File: config.mk
export PLATFORM = sky130hd
export DESIGN_NAME = eeprom_ctrl
export DESIGN_NICKNAME = d
export VERILOG_FILES = /design/src/design/eeprom_bus_pkg.sv /design/src/design/eeprom_cmd_pkg.sv /design/src/design/eeprom_cmd_stage.sv /design/src/design/eeprom_frame_seq.sv /design/src/design/eeprom_bit_engine.sv /design/src/design/eeprom_ctrl.sv
export SDC_FILE = /design/constraint.sdc
export NUM_CORES = 1
export LEC_CHECK = 0
export BUFFER_PORTS_ARGS = -buffer_cell sky130_fd_sc_hd__buf_2
export CAP_MARGIN = 25
export CORE_MARGIN = 4
export CORE_UTILIZATION = 62
export DETAILED_ROUTE_END_ITERATION = 8
export GPL_TIMING_DRIVEN = 0
export PLACE_DENSITY = 0.84
export REMOVE_ABC_BUFFERS = 1
export SYNTH_ARGS = -nofsm -noshare
export SYNTH_HDL_FRONTEND = slang
export SYNTH_SLANG_ARGS = --single-unit
File: constraint.sdc
create_clock -name CLK -period 3.5 [get_ports CLK]
set_clock_uncertainty 0.15 [all_clocks]
set_input_delay 0.175 -clock CLK [delete_from_list [all_inputs] [get_ports CLK]]
set_output_delay 0.175 -clock CLK [all_outputs]
set_load 0.01 [all_outputs]
File: src/design/eeprom_bus_pkg.sv
`default_nettype none

package eeprom_bus_pkg;

    // fixed upper nibble of every control byte
    localparam logic [3:0] DEVICE_CODE = 4'b1010;

    // clocks per quarter bit, a full bit period is four phases
    localparam int CLKS_PER_PHASE = 2;

    localparam int PHASE_CNT_W = (CLKS_PER_PHASE > 1) ? $clog2(CLKS_PER_PHASE) : 1;

    // what the bit engine runs next
    typedef enum logic [1:0]
    {
        SYM_START,   // also used as repeated start
        SYM_STOP,
        SYM_TX_BYTE, // 8 bits out, slave ack in
        SYM_RX_BYTE  // 8 bits in, master ack out
    } sym_kind_t;

endpackage

`default_nettype wire

File: src/design/eeprom_cmd_pkg.sv
`default_nettype none

package eeprom_cmd_pkg;

    // 2048 bytes, upper three bits go in the control byte
    localparam int ADDR_W = 11;
    localparam int DATA_W = 8;

    typedef enum logic
    {
        OP_WRITE,
        OP_READ
    } op_t;

endpackage

`default_nettype wire

File: src/design/eeprom_cmd_stage.sv
`timescale 1ns/1ps
`default_nettype none

module eeprom_cmd_stage
(
    input  logic                               CLK,
    input  logic                               RESET,
    input  logic                               wr,
    input  logic                               rd,
    input  logic [eeprom_cmd_pkg::ADDR_W-1:0] addr,
    input  logic [eeprom_cmd_pkg::DATA_W-1:0] wdata,
    input  logic                               seq_done,
    output logic                               busy,
    output logic                               cmd_valid,
    output eeprom_cmd_pkg::op_t                op,
    output logic [eeprom_cmd_pkg::ADDR_W-1:0] cmd_addr,
    output logic [eeprom_cmd_pkg::DATA_W-1:0] cmd_wdata
);

    logic accept;

    assign accept = !busy && (wr || rd); // strobes while busy are dropped

    always_ff @(posedge CLK)
    begin
        if (RESET)
        begin
            busy      <= 1'b0;
            cmd_valid <= 1'b0;
            op        <= eeprom_cmd_pkg::OP_WRITE;
        end
        else
        begin
            cmd_valid <= accept;
            if (accept)
            begin
                busy <= 1'b1;
                op   <= wr ? eeprom_cmd_pkg::OP_WRITE : eeprom_cmd_pkg::OP_READ; // write wins
            end
            else if (seq_done)
                busy <= 1'b0;
        end
    end

    // held until the frame ends
    always_ff @(posedge CLK)
    begin
        if (accept)
        begin
            cmd_addr  <= addr;
            cmd_wdata <= wdata;
        end
    end

endmodule

`default_nettype wire

File: src/design/eeprom_frame_seq.sv
`timescale 1ns/1ps
`default_nettype none

module eeprom_frame_seq
(
    input  logic                               CLK,
    input  logic                               RESET,
    input  logic                               cmd_valid,
    input  eeprom_cmd_pkg::op_t                op,
    input  logic [eeprom_cmd_pkg::ADDR_W-1:0] cmd_addr,
    input  logic [eeprom_cmd_pkg::DATA_W-1:0] cmd_wdata,
    input  logic                               sym_done,
    input  logic [eeprom_cmd_pkg::DATA_W-1:0] rx_byte,
    input  logic                               slave_ack,
    output logic                               sym_start,
    output eeprom_bus_pkg::sym_kind_t          sym_kind,
    output logic [eeprom_cmd_pkg::DATA_W-1:0] tx_byte,
    output logic                               master_ack,
    output logic                               seq_done,
    output logic [eeprom_cmd_pkg::DATA_W-1:0] seq_rdata,
    output logic                               seq_nack
);

    typedef enum logic [3:0]
    {
        ST_IDLE,
        ST_START,
        ST_CTRL_W,
        ST_ADDR,
        ST_DATA,
        ST_RESTART,
        ST_CTRL_R,
        ST_RX,
        ST_STOP
    } state_t;

    state_t                            state;
    state_t                            nxt;
    logic                              issue;
    logic                              tx_missed;
    eeprom_bus_pkg::sym_kind_t         kind_nxt;
    logic [eeprom_cmd_pkg::DATA_W-1:0] byte_nxt;
    logic [2:0]                        block; // addr bits 10..8

    assign block     = cmd_addr[eeprom_cmd_pkg::ADDR_W-1:8];
    assign tx_missed = sym_done && sym_kind == eeprom_bus_pkg::SYM_TX_BYTE && !slave_ack;
    assign issue     = cmd_valid || (sym_done && state != ST_STOP);

    always_comb
    begin
        nxt = state;
        if (cmd_valid)
            nxt = ST_START;
        else if (sym_done)
        begin
            case (state)
                ST_START:   nxt = ST_CTRL_W;
                ST_CTRL_W:  nxt = tx_missed ? ST_STOP : ST_ADDR;
                ST_ADDR:
                begin
                    if (tx_missed)
                        nxt = ST_STOP;
                    else if (op == eeprom_cmd_pkg::OP_READ)
                        nxt = ST_RESTART; // dummy write done, turn around
                    else
                        nxt = ST_DATA;
                end
                ST_RESTART: nxt = ST_CTRL_R;
                ST_CTRL_R:  nxt = tx_missed ? ST_STOP : ST_RX;
                ST_STOP:    nxt = ST_IDLE;
                default:    nxt = ST_STOP; // data and rx bytes end the frame
            endcase
        end
    end

    always_comb
    begin
        kind_nxt = eeprom_bus_pkg::SYM_TX_BYTE;
        byte_nxt = cmd_wdata;
        case (nxt)
            ST_START, ST_RESTART: kind_nxt = eeprom_bus_pkg::SYM_START;
            ST_CTRL_W:            byte_nxt = {eeprom_bus_pkg::DEVICE_CODE, block, 1'b0};
            ST_ADDR:              byte_nxt = cmd_addr[7:0];
            ST_CTRL_R:            byte_nxt = {eeprom_bus_pkg::DEVICE_CODE, block, 1'b1};
            ST_RX:                kind_nxt = eeprom_bus_pkg::SYM_RX_BYTE;
            ST_STOP:              kind_nxt = eeprom_bus_pkg::SYM_STOP;
            default:              kind_nxt = eeprom_bus_pkg::SYM_TX_BYTE;
        endcase
    end

    always_ff @(posedge CLK)
    begin
        if (RESET)
        begin
            state     <= ST_IDLE;
            sym_start <= 1'b0;
            seq_done  <= 1'b0;
            seq_nack  <= 1'b0;
            seq_rdata <= '0;
        end
        else
        begin
            state     <= nxt;
            sym_start <= issue;
            seq_done  <= sym_done && state == ST_STOP;
            if (cmd_valid)
                seq_nack <= 1'b0;
            else if (tx_missed)
                seq_nack <= 1'b1;
            if (sym_done && state == ST_RX)
                seq_rdata <= rx_byte;
        end
    end

    // stable for the whole symbol
    always_ff @(posedge CLK)
    begin
        if (issue)
        begin
            sym_kind   <= kind_nxt;
            tx_byte    <= byte_nxt;
            master_ack <= nxt != ST_RX; // single byte read ends with not-ack
        end
    end

endmodule

`default_nettype wire

File: src/design/eeprom_bit_engine.sv
`timescale 1ns/1ps
`default_nettype none

module eeprom_bit_engine
(
    input  logic                               CLK,
    input  logic                               RESET,
    input  logic                               sym_start,
    input  eeprom_bus_pkg::sym_kind_t          sym_kind,
    input  logic [eeprom_cmd_pkg::DATA_W-1:0] tx_byte,
    input  logic                               master_ack,
    input  logic                               sda_in,
    output logic                               sym_done,
    output logic [eeprom_cmd_pkg::DATA_W-1:0] rx_byte,
    output logic                               slave_ack,
    output logic                               scl,
    output logic                               sda_oe
);

    localparam logic [3:0] ACK_BIT = 4'(eeprom_cmd_pkg::DATA_W);

    logic                                   active;
    logic [eeprom_bus_pkg::PHASE_CNT_W-1:0] clk_cnt;
    logic [1:0]                             phase;
    logic [3:0]                             bit_idx;
    logic [eeprom_cmd_pkg::DATA_W-1:0]      shreg;
    logic                                   is_byte;
    logic                                   is_tx;
    logic                                   phase_end;
    logic                                   last_bit;
    logic                                   sda_drive;

    assign is_byte   = sym_kind == eeprom_bus_pkg::SYM_TX_BYTE ||
                       sym_kind == eeprom_bus_pkg::SYM_RX_BYTE;
    assign is_tx     = sym_kind == eeprom_bus_pkg::SYM_TX_BYTE;
    assign phase_end = clk_cnt == eeprom_bus_pkg::PHASE_CNT_W'(eeprom_bus_pkg::CLKS_PER_PHASE - 1);
    assign last_bit  = !is_byte || bit_idx == ACK_BIT;
    assign sym_done  = active && phase == 2'd3 && phase_end && last_bit;
    assign rx_byte   = shreg;

    // level put on SDA in the middle of phase 0, SCL is low there
    always_comb
    begin
        if (!is_byte)
            sda_drive = sym_kind == eeprom_bus_pkg::SYM_STOP;
        else if (bit_idx != ACK_BIT)
            sda_drive = is_tx && !shreg[eeprom_cmd_pkg::DATA_W-1]; // msb first
        else
            sda_drive = !is_tx && master_ack; // release for the slave ack
    end

    always_ff @(posedge CLK)
    begin
        if (RESET)
        begin
            active    <= 1'b0;
            clk_cnt   <= '0;
            phase     <= 2'd0;
            bit_idx   <= 4'd0;
            scl       <= 1'b1; // bus idle
            sda_oe    <= 1'b0;
            slave_ack <= 1'b0;
        end
        else if (sym_start)
        begin
            active  <= 1'b1;
            clk_cnt <= '0;
            phase   <= 2'd0;
            bit_idx <= 4'd0;
            scl     <= 1'b0;
        end
        else if (active)
        begin
            if (!phase_end)
            begin
                clk_cnt <= clk_cnt + 1'b1;
                if (phase == 2'd0 && clk_cnt == '0)
                    sda_oe <= sda_drive;
            end
            else
            begin
                clk_cnt <= '0;
                phase   <= phase + 2'd1;
                case (phase)
                    2'd0:
                    begin
                        if (!is_byte)
                            scl <= 1'b1;
                    end
                    2'd1:
                    begin
                        if (is_byte)
                            scl <= 1'b1;
                        else
                            sda_oe <= sym_kind == eeprom_bus_pkg::SYM_START; // start or stop edge
                    end
                    2'd2:
                    begin
                        if (is_byte && is_tx && bit_idx == ACK_BIT)
                            slave_ack <= !sda_in;
                        else if (sym_kind == eeprom_bus_pkg::SYM_START)
                            scl <= 1'b0;
                    end
                    default:
                    begin
                        if (sym_done)
                            active <= 1'b0; // lines hold until next symbol
                        else
                        begin
                            bit_idx <= bit_idx + 4'd1;
                            scl     <= 1'b0;
                        end
                    end
                endcase
            end
        end
    end

    // shift at the start of phase 3, serves both directions
    always_ff @(posedge CLK)
    begin
        if (sym_start)
            shreg <= tx_byte;
        else if (active && is_byte && phase == 2'd2 && phase_end && bit_idx != ACK_BIT)
            shreg <= {shreg[eeprom_cmd_pkg::DATA_W-2:0], sda_in};
    end

endmodule

`default_nettype wire

File: src/design/eeprom_ctrl.sv
`timescale 1ns/1ps
`default_nettype none

module eeprom_ctrl
(
    input  logic                               CLK,
    input  logic                               RESET,
    input  logic                               wr,
    input  logic                               rd,
    input  logic [eeprom_cmd_pkg::ADDR_W-1:0] addr,
    input  logic [eeprom_cmd_pkg::DATA_W-1:0] wdata,
    output logic                               busy,
    output logic                               done,
    output logic [eeprom_cmd_pkg::DATA_W-1:0] rdata,
    output logic                               nack,
    output logic                               scl,
    output logic                               sda_oe,
    input  logic                               sda_in
);

    logic                              cmd_valid;
    eeprom_cmd_pkg::op_t               op;
    logic [eeprom_cmd_pkg::ADDR_W-1:0] cmd_addr;
    logic [eeprom_cmd_pkg::DATA_W-1:0] cmd_wdata;
    logic                              sym_start;
    eeprom_bus_pkg::sym_kind_t         sym_kind;
    logic [eeprom_cmd_pkg::DATA_W-1:0] tx_byte;
    logic                              master_ack;
    logic                              sym_done;
    logic [eeprom_cmd_pkg::DATA_W-1:0] rx_byte;
    logic                              slave_ack;

    eeprom_cmd_stage u_cmd_stage
    (
        .CLK(CLK), .RESET(RESET),
        .wr(wr), .rd(rd), .addr(addr), .wdata(wdata),
        .seq_done(done),
        .busy(busy), .cmd_valid(cmd_valid), .op(op),
        .cmd_addr(cmd_addr), .cmd_wdata(cmd_wdata)
    );

    eeprom_frame_seq u_frame_seq
    (
        .CLK(CLK), .RESET(RESET),
        .cmd_valid(cmd_valid), .op(op), .cmd_addr(cmd_addr), .cmd_wdata(cmd_wdata),
        .sym_done(sym_done), .rx_byte(rx_byte), .slave_ack(slave_ack),
        .sym_start(sym_start), .sym_kind(sym_kind), .tx_byte(tx_byte),
        .master_ack(master_ack),
        .seq_done(done), .seq_rdata(rdata), .seq_nack(nack)
    );

    eeprom_bit_engine u_bit_engine
    (
        .CLK(CLK), .RESET(RESET),
        .sym_start(sym_start), .sym_kind(sym_kind), .tx_byte(tx_byte),
        .master_ack(master_ack), .sda_in(sda_in),
        .sym_done(sym_done), .rx_byte(rx_byte), .slave_ack(slave_ack),
        .scl(scl), .sda_oe(sda_oe)
    );

endmodule

`default_nettype wire

==> results.md, run 1 <==
Synthesis:
- The number of distinct library cell variants in the gate-level netlist after synthesis is 51.
- sky130_fd_sc_hd__edfxtp_1 is the most common cell in the netlist.
- After synthesis, the share of flip-flops with an asynchronous set or reset is 0.
- The portion of synthesized cell area occupied by the leading cell type is 0.378.
- After synthesis the cells add up to 0.00302 mm2.
- The adder-cell share of the synthesized area is 0.0290.
- The simple-gate share of the synthesized area is 0.131.
- The dominant synthesized flop cell is sky130_fd_sc_hd__edfxtp_1.
- The cell type with the highest aggregate area in the netlist is sky130_fd_sc_hd__edfxtp_1.
- The cell count after synthesis is 255.
- The xor/xnor cell area share of the yosys netlist is 0.0145.
- The compound-gate portion of the synthesized area is 0.123.
- By area, the combinational part of the netlist is dominated by simple AND/OR/NAND/NOR gates.
- After synthesis, the mean cell area works out to 11.8 um2.
- The yosys synthesis warning count is 0.
- Ranked by total cell area, the synthesized netlist is headed by sky130_fd_sc_hd__edfxtp_1, sky130_fd_sc_hd__dfxtp_1, sky130_fd_sc_hd__mux2i_1.
- Counting instances in the post-synthesis netlist gives the leading cell types as sky130_fd_sc_hd__edfxtp_1, sky130_fd_sc_hd__dfxtp_1, sky130_fd_sc_hd__nor2_1, sky130_fd_sc_hd__inv_1, sky130_fd_sc_hd__mux2i_1.
- Of the post-synthesis cell area, the part taken by muxes is 0.0829.
- The synthesized flop and latch total is 67.
- The number of enable flip-flop cells after synthesis is 38.
- The fraction of the yosys area taken by sequential cells is 0.570.

GRT:
- For this run, global-route usage on met1 was measured as 0.272.
- After global routing, the most crowded layer is met2.
- The total global-route track usage is 0.226.
- The initial antenna violation count is 0.
- The total overflow left after global routing is 0.
- For met3 alone, demand over resource in global routing was 0.0522.
- The global-route track usage on met2 is 0.370.
- The global-route wire length before repair is 10400 um.
- The pin count of the biggest net entering global routing is 24.
- The number of global-route vias before repair was 2203.

Floorplan:
- The width of the die is 77.8 um.
- Pin placement for this block handled 37 I/O pins.
- The standard cell core area is 0.00472 mm2.
- Measured along the y axis, the die boundary spans 77.8 um.
- The die covers 0.00605 mm2.
- The floorplan has 25 rows.
- For this configuration, the core starts out at a cell density of 0.639.

Drt:
- Before antenna repair, the detailed router went through 4 iterations.
- For this run, design rule violations remaining after detail routing come to 0.
- In the routed layout, each cell is associated on average with a via count of 5.66.
- The via count of the routed design is 2155.
- In the final routed layout, each cell accounts on average for 16.5 um.
- The number of routed nets with antenna violations is 0.
- The overall routed net length is 6290 um.
- The detailed router finished its first iteration with 134 violations.

Finish:
- The area growth from synthesis to layout is 21.1%.
- Counting the fill cells in the layout gives 287.
- Measured on the finished design, the core utilization comes to 0.775.
- The number of antenna repair diodes is 0.
- The final net count is 340.
- Of the cells placed in the final design, the portion with a size suffix greater than 1 is 0.229.

Timing:
- The routed design could run at a clock period as short as 3.10 ns.
- In the final timing run, aggregate negative setup slack is 0 ns.
- The number of max-slew violations in the final report is 0.
- The number of setup violations in the final report is 0.
- Setup repair after global routing left no endpoint under its margin.
- The share of the clock period used by the worst path after layout is 0.886.
- The max-slew headroom at the worst pin is 0.391.
- The transition time at the pin with the least slew margin is 0.888 ns.
- The maximum clock rate is 322 MHz.
- The number of failing hold endpoints at the final stage was 0.

Setup path:
- Along the worst path, the maximum fanout reaches 10.
- The capture point of the critical path is u_frame_seq.tx_byte[5]$_DFFE_PP_.
- The end of the worst register-to-register path is u_frame_seq.tx_byte[5]$_DFFE_PP_.
- The data arrival time of the critical path is 3.11 ns.
- STA classifies the critical path endpoint as a register.
- The required time of the worst setup path is 3.51 ns.
- The beginning of the worst register-to-register path is u_bit_engine.phase[0]$_SDFFE_PP0P_.
- In this run the register-to-register setup slack is 0.40 ns.
- The startpoint type of the worst setup path is a register.
- By startpoint and endpoint, the worst setup path is classified as register to register.
- The first element of the critical path is u_bit_engine.phase[0]$_SDFFE_PP0P_.
- The logic depth of the worst register-to-register path is 7.

Placed design:
- The count of input and output buffers is 36.
- The half-perimeter wire length of the detailed placement result is 3600 um.
- The routability congestion estimate is 0.818.

Clock tree:
- The H-tree was split into 3 levels.
- The CTS tree is done.
- The deepest clock path buffer count is 2.
- The clock sink total is 67.
- The quantity of gates resized following cts is 0.
- The clock reaches the later pin of the worst-skew pair after 0.34 ns.
- The clock-pin slew reported for the worst setup and hold paths after clock tree synthesis is 0.07 ns.
- The clock root buffer is sky130_fd_sc_hd__clkbuf_8.
- The number of clock buffers added by TritonCTS is 9.

Worst hold path:
- The path class of the tightest hold or removal check is input port to register.

Power:
- For this design the static power due to leakage is 1.39 nW.
- IR analysis of the VDD net gives a maximum drop of 0.352 mV.
- Power spread over the standard cell area amounts to 472 mW/mm2.

Run:
- The max capacitance violation total is 0.

Outcome:
- The run finished with clean final reports.
## worst max-delay path: stages (launching register included)
cell and delay [ns]:
sky130_fd_sc_hd__dfxtp_1 0.43, sky130_fd_sc_hd__ha_1 0.22, sky130_fd_sc_hd__nand3_1 0.17, sky130_fd_sc_hd__a21oi_1 0.47, sky130_fd_sc_hd__buf_4 0.27, sky130_fd_sc_hd__mux2i_1 0.76
sky130_fd_sc_hd__nand3_1 0.25, sky130_fd_sc_hd__o211ai_1 0.19
## logic make-up after synthesis
family                   count (synthesis)
adder cells (fa/ha/maj)                  7
flip-flops                              67
multiplexers                            23
buffers and inverters                   34
AND/OR/NAND/NOR                         71
XOR/XNOR                                 5
AO/OA/AOI/OAI                           48
## per-stage QoR
stage	std cells	setup WS (ns)	power, mW	hold WS (ns)	cell area [um2]
after floorplan	240	0.681	0.968	0.0941	2940
final	381	0.398	1.73	0.0433	3660
after CTS	380	0.107	1.72	0.0328	3650
after global placement	343	0.00147	1.00	0.201	3210
after detailed placement	344	0.246	1.01	0.203	3220
after global routing	381	0.188	1.79	0.0590	3660
## what timing repair did
action,CTS,global route
setup buffers,0,0
hold buffers,20,0
setup endpoints to repair,0,0
endpoints found under the hold margin,20,0
## final cells by class
cell class / count / area [um2] / area share
flip-flops and latches: 67 / 1720 / 0.471
clock buffers: 12 / 176 / 0.0482
well taps: 67 / 83.8 / 0.0229
repair buffers: 58 / 395 / 0.108
clock inverters: 4 / 55.1 / 0.0150
inverters: 19 / 71.3 / 0.0195
multi-input cells: 154 / 1150 / 0.316
## cell usage in the layout (no fill, tap or decap), drive strengths merged, types with 5 or more instances in the layout
cell type    count
edfxtp          38
buf             38
dfxtp           29
nor2            25
dlygate4sd3     20
inv             19
mux2i           13
clkbuf          12
mux2            10
nor3             8
a21oi            7
ha               7
nand4            7
nand3            5
a211oi           5
nand2            5
a31oi            5
xnor2            5
## metal layers
layer / share of wire / vias to the layer above / wire, um
met5: 0 / - / 0
met4: 0.026 / 0 / 161
met3: 0.048 / 16 / 303
met2: 0.50 / 71 / 3160
met1: 0.42 / 1013 / 2670
li1: - / 1055 / -
## how the worst min path moves through the flow
stage	from	end	slack, ns	cells after the start
2_1_floorplan	RESET	u_cmd_stage.busy$_SDFFE_PP0P_	0.09	1
3_3_place_gp	wdata[4]	u_cmd_stage.cmd_wdata[4]$_DFFE_PP_	0.20	1
3_5_place_dp	addr[5]	u_cmd_stage.cmd_addr[5]$_DFFE_PP_	0.20	1
4_1_cts	rd	u_cmd_stage.op$_SDFFE_PP0P_	0.03	3
5_1_grt	rd	u_cmd_stage.op$_SDFFE_PP0P_	0.06	3
6_report	rd	u_cmd_stage.op$_SDFFE_PP0P_	0.04	3
## registers in the layout, summed over array words and instances (netlist names)
signal,count
u_cmd_stage.cmd_valid,1
u_frame_seq.sym_kind,2
u_bit_engine.phase,2
u_cmd_stage.busy,1
u_frame_seq.seq_rdata,8
u_frame_seq.seq_done,1
u_frame_seq.tx_byte,8
u_frame_seq.sym_start,1
u_frame_seq.master_ack,1
u_bit_engine.rx_byte,8
u_cmd_stage.cmd_addr,11
u_bit_engine.slave_ack,1
u_bit_engine.active,1
u_bit_engine.bit_idx,4
u_cmd_stage.cmd_wdata,8
u_cmd_stage.op,1
u_bit_engine.sda_oe,1
u_bit_engine.scl,1
u_frame_seq.state,4
u_bit_engine.clk_cnt,1
u_frame_seq.seq_nack,1
## report_power, final
group / internal, mW / leakage [nW] / switching, mW
sequential: 0.875 / 0.595 / 0.0250
clock: 0.414 / 0.114 / 0.301
combinational: 0.0551 / 0.677 / 0.0566
Power figures use the tool's default switching activity.
==> run 2, diff against run 1 <==
--- a/config.mk
+++ b/config.mk
@@ -8,10 +8,11 @@
 export BUFFER_PORTS_ARGS = -buffer_cell sky130_fd_sc_hd__buf_2
 export CAP_MARGIN = 25
 export CORE_MARGIN = 4
-export CORE_UTILIZATION = 62
+export CORE_UTILIZATION = 52
 export DETAILED_ROUTE_END_ITERATION = 8
 export GPL_TIMING_DRIVEN = 0
-export PLACE_DENSITY = 0.84
+export PLACE_DENSITY = 0.75
+export RECOVER_POWER = 25
 export REMOVE_ABC_BUFFERS = 1
 export SYNTH_ARGS = -nofsm -noshare
 export SYNTH_HDL_FRONTEND = slang
==> constraint.sdc (replaced) <==
create_clock -name CLK -period 2.6 [get_ports CLK]
set_clock_uncertainty 0.15 [all_clocks]
set_input_delay 0.13 -clock CLK [delete_from_list [all_inputs] [get_ports CLK]]
set_output_delay 0.13 -clock CLK [all_outputs]
set_load 0.01 [all_outputs]
==> run 2 against run 1 <==
Net effect: critical path depth down 2; non-clock buffer count up 9; final area up 3.3%; core utilization down 9.6 points; total power up 38%; final cell count up 3.7%; maximum frequency up 24%; hold slack worse by 0.018 ns; clock power up 43%; sequential power up 34%; register-to-register slack worse by 0.30 ns; critical endpoint is now u_frame_seq.tx_byte[7]$_DFFE_PP_; largest cell class unchanged.
==> results.md, run 2 (synthesized netlist as in run 1, its figures left out) <==
Timing:
- The final sum of negative setup slack is 0 ns.
- The share of the clock period used by the worst path after layout is 0.961.
- The final critical path time including I/O delays and setup is 2.50 ns.
- The number of failing hold endpoints at the final stage is 0.
- After layout, the worst setup slack is 0.102 ns.
- The number of max-slew violations in the final report is 0.
- Static timing analysis puts the maximum clock frequency at 400 MHz.
- For the pin with the worst max-slew slack, the measured transition is 0.674 ns.
- Setup repair after global routing could not meet its margin everywhere.
- The number of setup violations in the final report is 0.
- In this run the tightest slew margin relative to its limit is 0.550.

Floorplan:
- The standard cell core area is 0.00557 mm2.
- The starting utilization of the core area is 0.542.
- The die boundary height is 84.2 um.
- For this design the top-level I/O count stands at 37.
- Row generation in the floorplan step produced 27 rows.
- The area of the die is 0.00709 mm2.
- The width of the die is 84.2 um.

Setup path:
- STA puts the critical path data arrival time at 2.42 ns.
- The end of the worst register-to-register path is u_frame_seq.tx_byte[7]$_DFFE_PP_.
- The beginning of the worst register-to-register path is u_frame_seq.state[0]$_SDFF_PP0_.
- The gate family responsible for the most delay along the worst path is compound AO/OA/AOI/OAI gates.
- The largest single stage delay on the critical path is 0.58 ns.
- The worst-path cell with the longest stage delay is sky130_fd_sc_hd__or4b_4.
- The worst setup path is of the register to register kind.
- The logic depth of the worst register-to-register path is 5.
- Data on the critical path is required at its endpoint by 2.52 ns.
- The critical path starts at u_frame_seq.state[0]$_SDFF_PP0_.
- The critical path ends at u_frame_seq.tx_byte[7]$_DFFE_PP_.
- The total number of cells along the worst setup path is 5.
- The nature of the critical path endpoint is a register.
- The startpoint type of the worst setup path is a register.
- Walking the worst path, the cells encountered are or4b_4 > a211o_1 > o211a_1 > o41ai_1 > o211ai_1.
- The register-to-register path setup slack is 0.10 ns.
- The peak fanout along the critical path is 12.
- Together, buffers and inverters on the worst path number 0.

Finish:
- The number of antenna repair diodes is 0.
- The multi-input combinational cells in the finished layout cover a total of 0.00120 mm2.
- The ratio of cells with drive above 1 in the final layout is 0.232.
- The register with the most flip-flops is u_cmd_stage.cmd_addr.
- The register with the most flip-flops in the layout has 11 of them.
- Registers take 0.00172 mm2.
- The finished cells cover 0.00378 mm2.
- The area growth from synthesis to layout is 25.1%.
- The layout has 421 filler cells.
- The end-of-flow core utilization is 0.678.
- The final net count is 349.
- Leaving out fill and tap cells, the most frequent cell in the layout is sky130_fd_sc_hd__edfxtp_1.
- Leaving out fill and tap cells, the most frequent cells in the layout are sky130_fd_sc_hd__edfxtp_1, sky130_fd_sc_hd__buf_2, sky130_fd_sc_hd__dfxtp_1.

GRT:
- Entering global routing, the biggest net connects 24 pins.
- Across every metal layer, demand over resource in global routing totals 0.175.
- The total grt overflow is 0.
- The global-route wire length before repair is 9580 um.
- The number of global-route vias before repair came to 2022.
- The initial antenna violation count was 0.

Drt:
- The number of routed nets with antenna violations is 0.
- The first detailed-routing pass ran for 4 iterations.
- The iteration-0 DRC count of the detailed router is 82.
- Dividing the detail-routed via count by the number of cells gives 5.40.
- The DRC violation count after routing is 0.
- The final route contains 2132 vias.
- Summed over all layers, the routed wires come to 5750 um.
- Dividing the detail-routed wire length by the instance count gives 14.6 um.

Power:
- The maximum vdd ir drop is 0.486 mV.
- For this design the static power due to leakage is 1.41 nW.
- The total power draw is 2.39 mW.
- The power density over the cells is 631 mW/mm2.

Clock tree:
- Clock tree synthesis inserted a total of 9 buffers.
- The later pin in the worst-skew pair is clocked with a latency of 0.34 ns.
- The CTS tree is done.
- The maximum level of the CTS H-tree is 3.
- The clock-pin slew reported for the worst setup and hold paths after clock tree synthesis is 0.07 ns.
- The root buffer cell chosen for the clock tree is sky130_fd_sc_hd__clkbuf_8.
- The deepest clock path buffer count is 2.
- The clock drives 67 sinks.

Placed design:
- The count of input and output buffers is 36.
- The wire-length estimate of the detail-placed layout is 3560 um.
- At the end of routability-driven placement, the weighted congestion stood at 0.836.
- Timing analysis after detailed placement gives a worst setup slack of -0.728 ns.
- Once placement finished, the instance area stood at 0.00323 mm2.

Run:
- The max capacitance violation total is 0.

Outcome:
- The run finished with clean final reports.

Worst hold path:
- The path type of the worst min-delay path is input port to register.
- The number of stages on the worst hold path is 3.
[run 2: worst min path at each step]
stage,start,to,slack (ns)
5_1_grt,rd,u_cmd_stage.cmd_valid$_SDFF_PP0_,0.04
3_3_place_gp,addr[7],u_cmd_stage.cmd_addr[7]$_DFFE_PP_,0.16
6_report,rd,u_cmd_stage.cmd_valid$_SDFF_PP0_,0.03
4_1_cts,rd,u_cmd_stage.cmd_valid$_SDFF_PP0_,0.01
3_5_place_dp,wdata[4],u_cmd_stage.cmd_wdata[4]$_DFFE_PP_,0.16
2_1_floorplan,RESET,u_cmd_stage.busy$_SDFFE_PP0P_,0.05
[run 2: layer usage]
| metal | vias to the layer above | part of all wire | track usage |
|---|---|---|---|
| met5 | - | 0 | 0 |
| met1 | 1002 | 0.45 | 0.211 |
| met4 | 0 | 0.018 | 0.0804 |
| met3 | 10 | 0.047 | 0.0618 |
| met2 | 53 | 0.48 | 0.282 |
| li1 | 1067 | - | - |
[run 2: area by class of cell]
cell class / instances / share of cell area
clock buffer: 12 / 0.0357
clock inverter: 4 / 0.0262
inverter: 19 / 0.0189
multi-input combinational: 154 / 0.318
sequential: 67 / 0.456
tap: 72 / 0.0238
timing repair buffer: 67 / 0.121
[run 2: power by group]
group          leakage, nW  internal [mW]  total [mW]  switching [mW]
Sequential           0.595           1.18        1.21          0.0316
Combinational        0.700         0.0812       0.158          0.0769
Clock                0.115          0.640        1.02           0.378
[run 2: what timing repair did]
| item | CTS | global route |
|---|---|---|
| setup endpoints to repair | 23 | 10 |
| hold buffers | 22 | 0 |
| pin swaps | 2 | 1 |
| resized for setup | 5 | 4 |
| hold endpoints to repair | 22 | 0 |
| gates cloned | 0 | 0 |
| buffers inserted | 3 | 5 |
[run 2: stage by stage]
step | std cells | hold WS (ns)
2_1_floorplan | 240 | 0.0491
3_3_place_gp | 348 | 0.156
3_5_place_dp | 349 | 0.158
4_1_cts | 390 | 0.0106
5_1_grt | 395 | 0.0370
6_report | 395 | 0.0252
[run 2: worst reg2reg max path, cell delays in order, from the launching register on]
cell	delay, ns
sky130_fd_sc_hd__dfxtp_1	0.42
sky130_fd_sc_hd__or4b_4	0.58
sky130_fd_sc_hd__a211o_1	0.29
sky130_fd_sc_hd__o211a_1	0.22
sky130_fd_sc_hd__o41ai_1	0.40
sky130_fd_sc_hd__o211ai_1	0.16
==> run 3, diff against run 2 <==
--- a/config.mk
+++ b/config.mk
@@ -8,10 +8,11 @@
 export BUFFER_PORTS_ARGS = -buffer_cell sky130_fd_sc_hd__buf_2
 export CAP_MARGIN = 25
 export CORE_MARGIN = 4
-export CORE_UTILIZATION = 52
+export CORE_UTILIZATION = 54
+export CTS_BUF_LIST = sky130_fd_sc_hd__clkbuf_2 sky130_fd_sc_hd__clkbuf_4 sky130_fd_sc_hd__clkbuf_8
 export DETAILED_ROUTE_END_ITERATION = 8
 export GPL_TIMING_DRIVEN = 0
-export PLACE_DENSITY = 0.75
+export PLACE_DENSITY = 0.78
 export RECOVER_POWER = 25
 export REMOVE_ABC_BUFFERS = 1
 export SYNTH_ARGS = -nofsm -noshare
==> run 3 against run 2 <==
Net effect: largest cell class unchanged; critical endpoint is now u_frame_seq.tx_byte[1]$_DFFE_PP_; total power down 2.6%; final area shrank 0.86%; die area is 3.4% lower; non-clock buffer count down 4; critical path type unchanged; sequential share of layout area rose by 0.43 points; critical path depth up 1; register-to-register slack got worse by 0.02 ns.
==> results.md, run 3 (synthesized netlist as in run 1, its figures left out) <==
Floorplan:
- After floorplanning, the core was divided into 26 placement rows.
- The die boundary height is 82.8 um.
- For this configuration, the core starts out at a cell density of 0.573.
- The standard cell core area is 0.00527 mm2.
- The area of the die is 0.00685 mm2.
- The boundary pin count is 37.
- The width of the die is 82.8 um.

Drt:
- For this block, wires on met1 add up to 2790 um.
- The iteration-0 DRC count of the detailed router is 116.
- The highest layer touched by signal routing is met4.
- Wire segments on met2 add up to 2920 um in the final route.
- The via count of the routed design is 2163.
- In the routed design, unresolved DRC markers number 0.
- The detail-routed net length per standard cell is 15.8 um.
- Detailed routing placed a total of 339 um of wire on met3.
- Summed over all layers, the routed wires come to 6160 um.
- In this run the remaining antenna-violating nets after routing total 0.
- Dividing the detail-routed via count by the number of cells gives 5.56.
- The first-pass iteration count of the detailed router is 4.

Placed design:
- During placement, the flow inserted port buffers numbering 36.
- The number of placed instances, taps included, is 347.
- The wire-length estimate of the detail-placed layout is 3690 um.
- The placed cell area is 0.00322 mm2.
- At the end of routability-driven placement, the weighted congestion stood at 0.885.

Timing:
- For this run, the top clock speed supported by timing is 397 MHz.
- The number of failing hold endpoints at the final stage is 0.
- The final sum of negative setup slack is 0 ns.
- For the pin with the worst max-slew slack, the measured transition is 0.706 ns.
- The worst pin sits at a relative slew slack of 0.529.
- The worst-case hold slack is 0.0473 ns.
- The final critical path time including I/O delays and setup is 2.52 ns.
- The number of max-slew violations in the final report is 0.
- Of the available clock period, the critical path in the final layout requires 0.969.
- The number of setup violations in the final report is 0.

GRT:
- The total global-route track usage is 0.196.
- Entering global routing, the biggest net connects 24 pins.
- The initial antenna violation count came to 0.
- After global routing the overflow that remains totals 0.
- The first global-routing pass estimated 9800 um of wire.
- The number of global-route vias before repair is 2074.

Finish:
- The number of fill cells in the layout is 387.
- In the final layout, flip-flops and latches occupy 0.00172 mm2.
- The finished layout cell area is 0.00375 mm2.
- In the final layout, the multi-input gates occupy 0.00122 mm2.
- The register with the most flip-flops in the layout has 11 of them.
- The top cell types in the final layout, fill and taps aside, are sky130_fd_sc_hd__edfxtp_1, sky130_fd_sc_hd__buf_2, sky130_fd_sc_hd__dfxtp_1.
- The net count of the finished layout is 345.
- The library cell used most frequently in the layout, excluding fill and tap cells, is sky130_fd_sc_hd__edfxtp_1.
- The ratio of cells with drive above 1 in the final layout is 0.238.
- From synthesis to final layout, the design area changed by 24.1%.
- The register with the most flip-flops is u_cmd_stage.cmd_addr.
- The number of antenna repair diodes is 0.
- The count of placed standard cells in the final layout, fillers left out is 389.

Power:
- For this design the static power due to leakage is 1.38 nW.
- Summing internal, switching and leakage power gives 2.32 mW.
- The power density over the cells is 620 mW/mm2.
- The maximum vdd ir drop is 0.624 mV.

Worst hold path:
- The path class of the tightest hold or removal check is input port to register.

Clock tree:
- The maximum level of the CTS H-tree is 3.
- Counting along the longest clock path gives a buffer depth of 2.
- Clock latency on the worst-skew pair, taken at its later pin, is 0.34 ns.
- In this run the clock root is driven by a sky130_fd_sc_hd__clkbuf_8.
- TritonCTS built the clock tree.
- Clock-pin slew was measured on the worst setup and hold paths at 0.07 ns.
- Clock tree synthesis inserted a total of 9 buffers.
- Clock tree synthesis found a total of 67 sinks.

Setup path:
- The critical path in this run is classified as register to register.
- The data arrival time of the critical path is 2.43 ns.
- The worst setup path is captured at a register.
- The worst register-to-register path has a setup slack of 0.08 ns.
- The startpoint type of the worst setup path is a register.
- The peak fanout along the critical path is 7.
- At the worst endpoint, the required time is 2.51 ns.

Run:
- Across the run, the number of max-cap violations was 0.

Outcome:
- The flow ran to the end, and the final reports show no timing, DRC or antenna violations.
==> run 3: cell types whose count changed in the layout (fill, tap and decap cells not counted), moves of 2 or more <==
cell | previous run | this run
sky130_fd_sc_hd__clkinvlp_4 | 0 | 2
sky130_fd_sc_hd__o41ai_2 | 0 | 2
sky130_fd_sc_hd__o41ai_1 | 3 | 1
sky130_fd_sc_hd__buf_4 | 9 | 5
==> run 3: final timing paths <==
kind                                         startpoint                                    end  depth (start not counted)
hold reg to reg   u_frame_seq.seq_rdata[1]$_SDFFE_PP0P_  u_frame_seq.seq_rdata[1]$_SDFFE_PP0P_                          2
hold / removal                                       rd       u_cmd_stage.cmd_valid$_SDFF_PP0_                          3
setup reg to reg     u_bit_engine.phase[1]$_SDFFE_PP0P_       u_frame_seq.tx_byte[1]$_DFFE_PP_                          6
setup / recovery     u_bit_engine.phase[1]$_SDFFE_PP0P_       u_frame_seq.tx_byte[1]$_DFFE_PP_                          6
==> run 3: final cells by class <==
| class | count | area share |
|---|---|---|
| flip-flops and latches | 67 | 0.460 |
| multi-input cells | 154 | 0.325 |
| repair buffers | 63 | 0.114 |
| clock buffers | 10 | 0.0351 |
| clock inverters | 6 | 0.0237 |
| well taps | 70 | 0.0234 |
| inverters | 19 | 0.0190 |
==> run 3: power breakdown <==
group | internal [mW] | switching [mW] | total, mW
clock | 0.552 | 0.402 | 0.954
sequential | 1.18 | 0.0321 | 1.21
combinational | 0.0798 | 0.0799 | 0.160
total | 1.81 | 0.514 | 2.32
==> run 3: worst max-delay path, cell delays in order (launching register included) <==
cell                       delay, ns
sky130_fd_sc_hd__dfxtp_1        0.42
sky130_fd_sc_hd__ha_1           0.21
sky130_fd_sc_hd__nand3_1        0.21
sky130_fd_sc_hd__a21oi_4        0.26
sky130_fd_sc_hd__mux2_2         0.45
sky130_fd_sc_hd__a211oi_2       0.33
sky130_fd_sc_hd__o221ai_1       0.20
==> run 3: stage by stage <==
stage,utilization,setup WS (ns)
after CTS,0.704,-0.0123
final,0.711,0.0802
after floorplan,-,-0.219
after global placement,0.609,-0.966
after detailed placement,0.612,-0.622
after global routing,0.711,-0.000109
==> run 3: repair_timing <==
| action | 4_1_cts | 5_1_grt |
|---|---|---|
| gates resized for setup | 6 | 7 |
| endpoints found under the hold margin | 22 | 0 |
| pin swaps | 2 | 0 |
| hold buffers | 22 | 0 |
| setup buffers | 2 | 2 |
| setup endpoints to repair | 12 | 14 |
==> run 3: layer usage <==
layer | vias up | GRT usage
li1 | 1059 | -
met1 | 1018 | 0.251
met2 | 73 | 0.311
met3 | 13 | 0.0551
met4 | 0 | 0.0866
met5 | - | 0
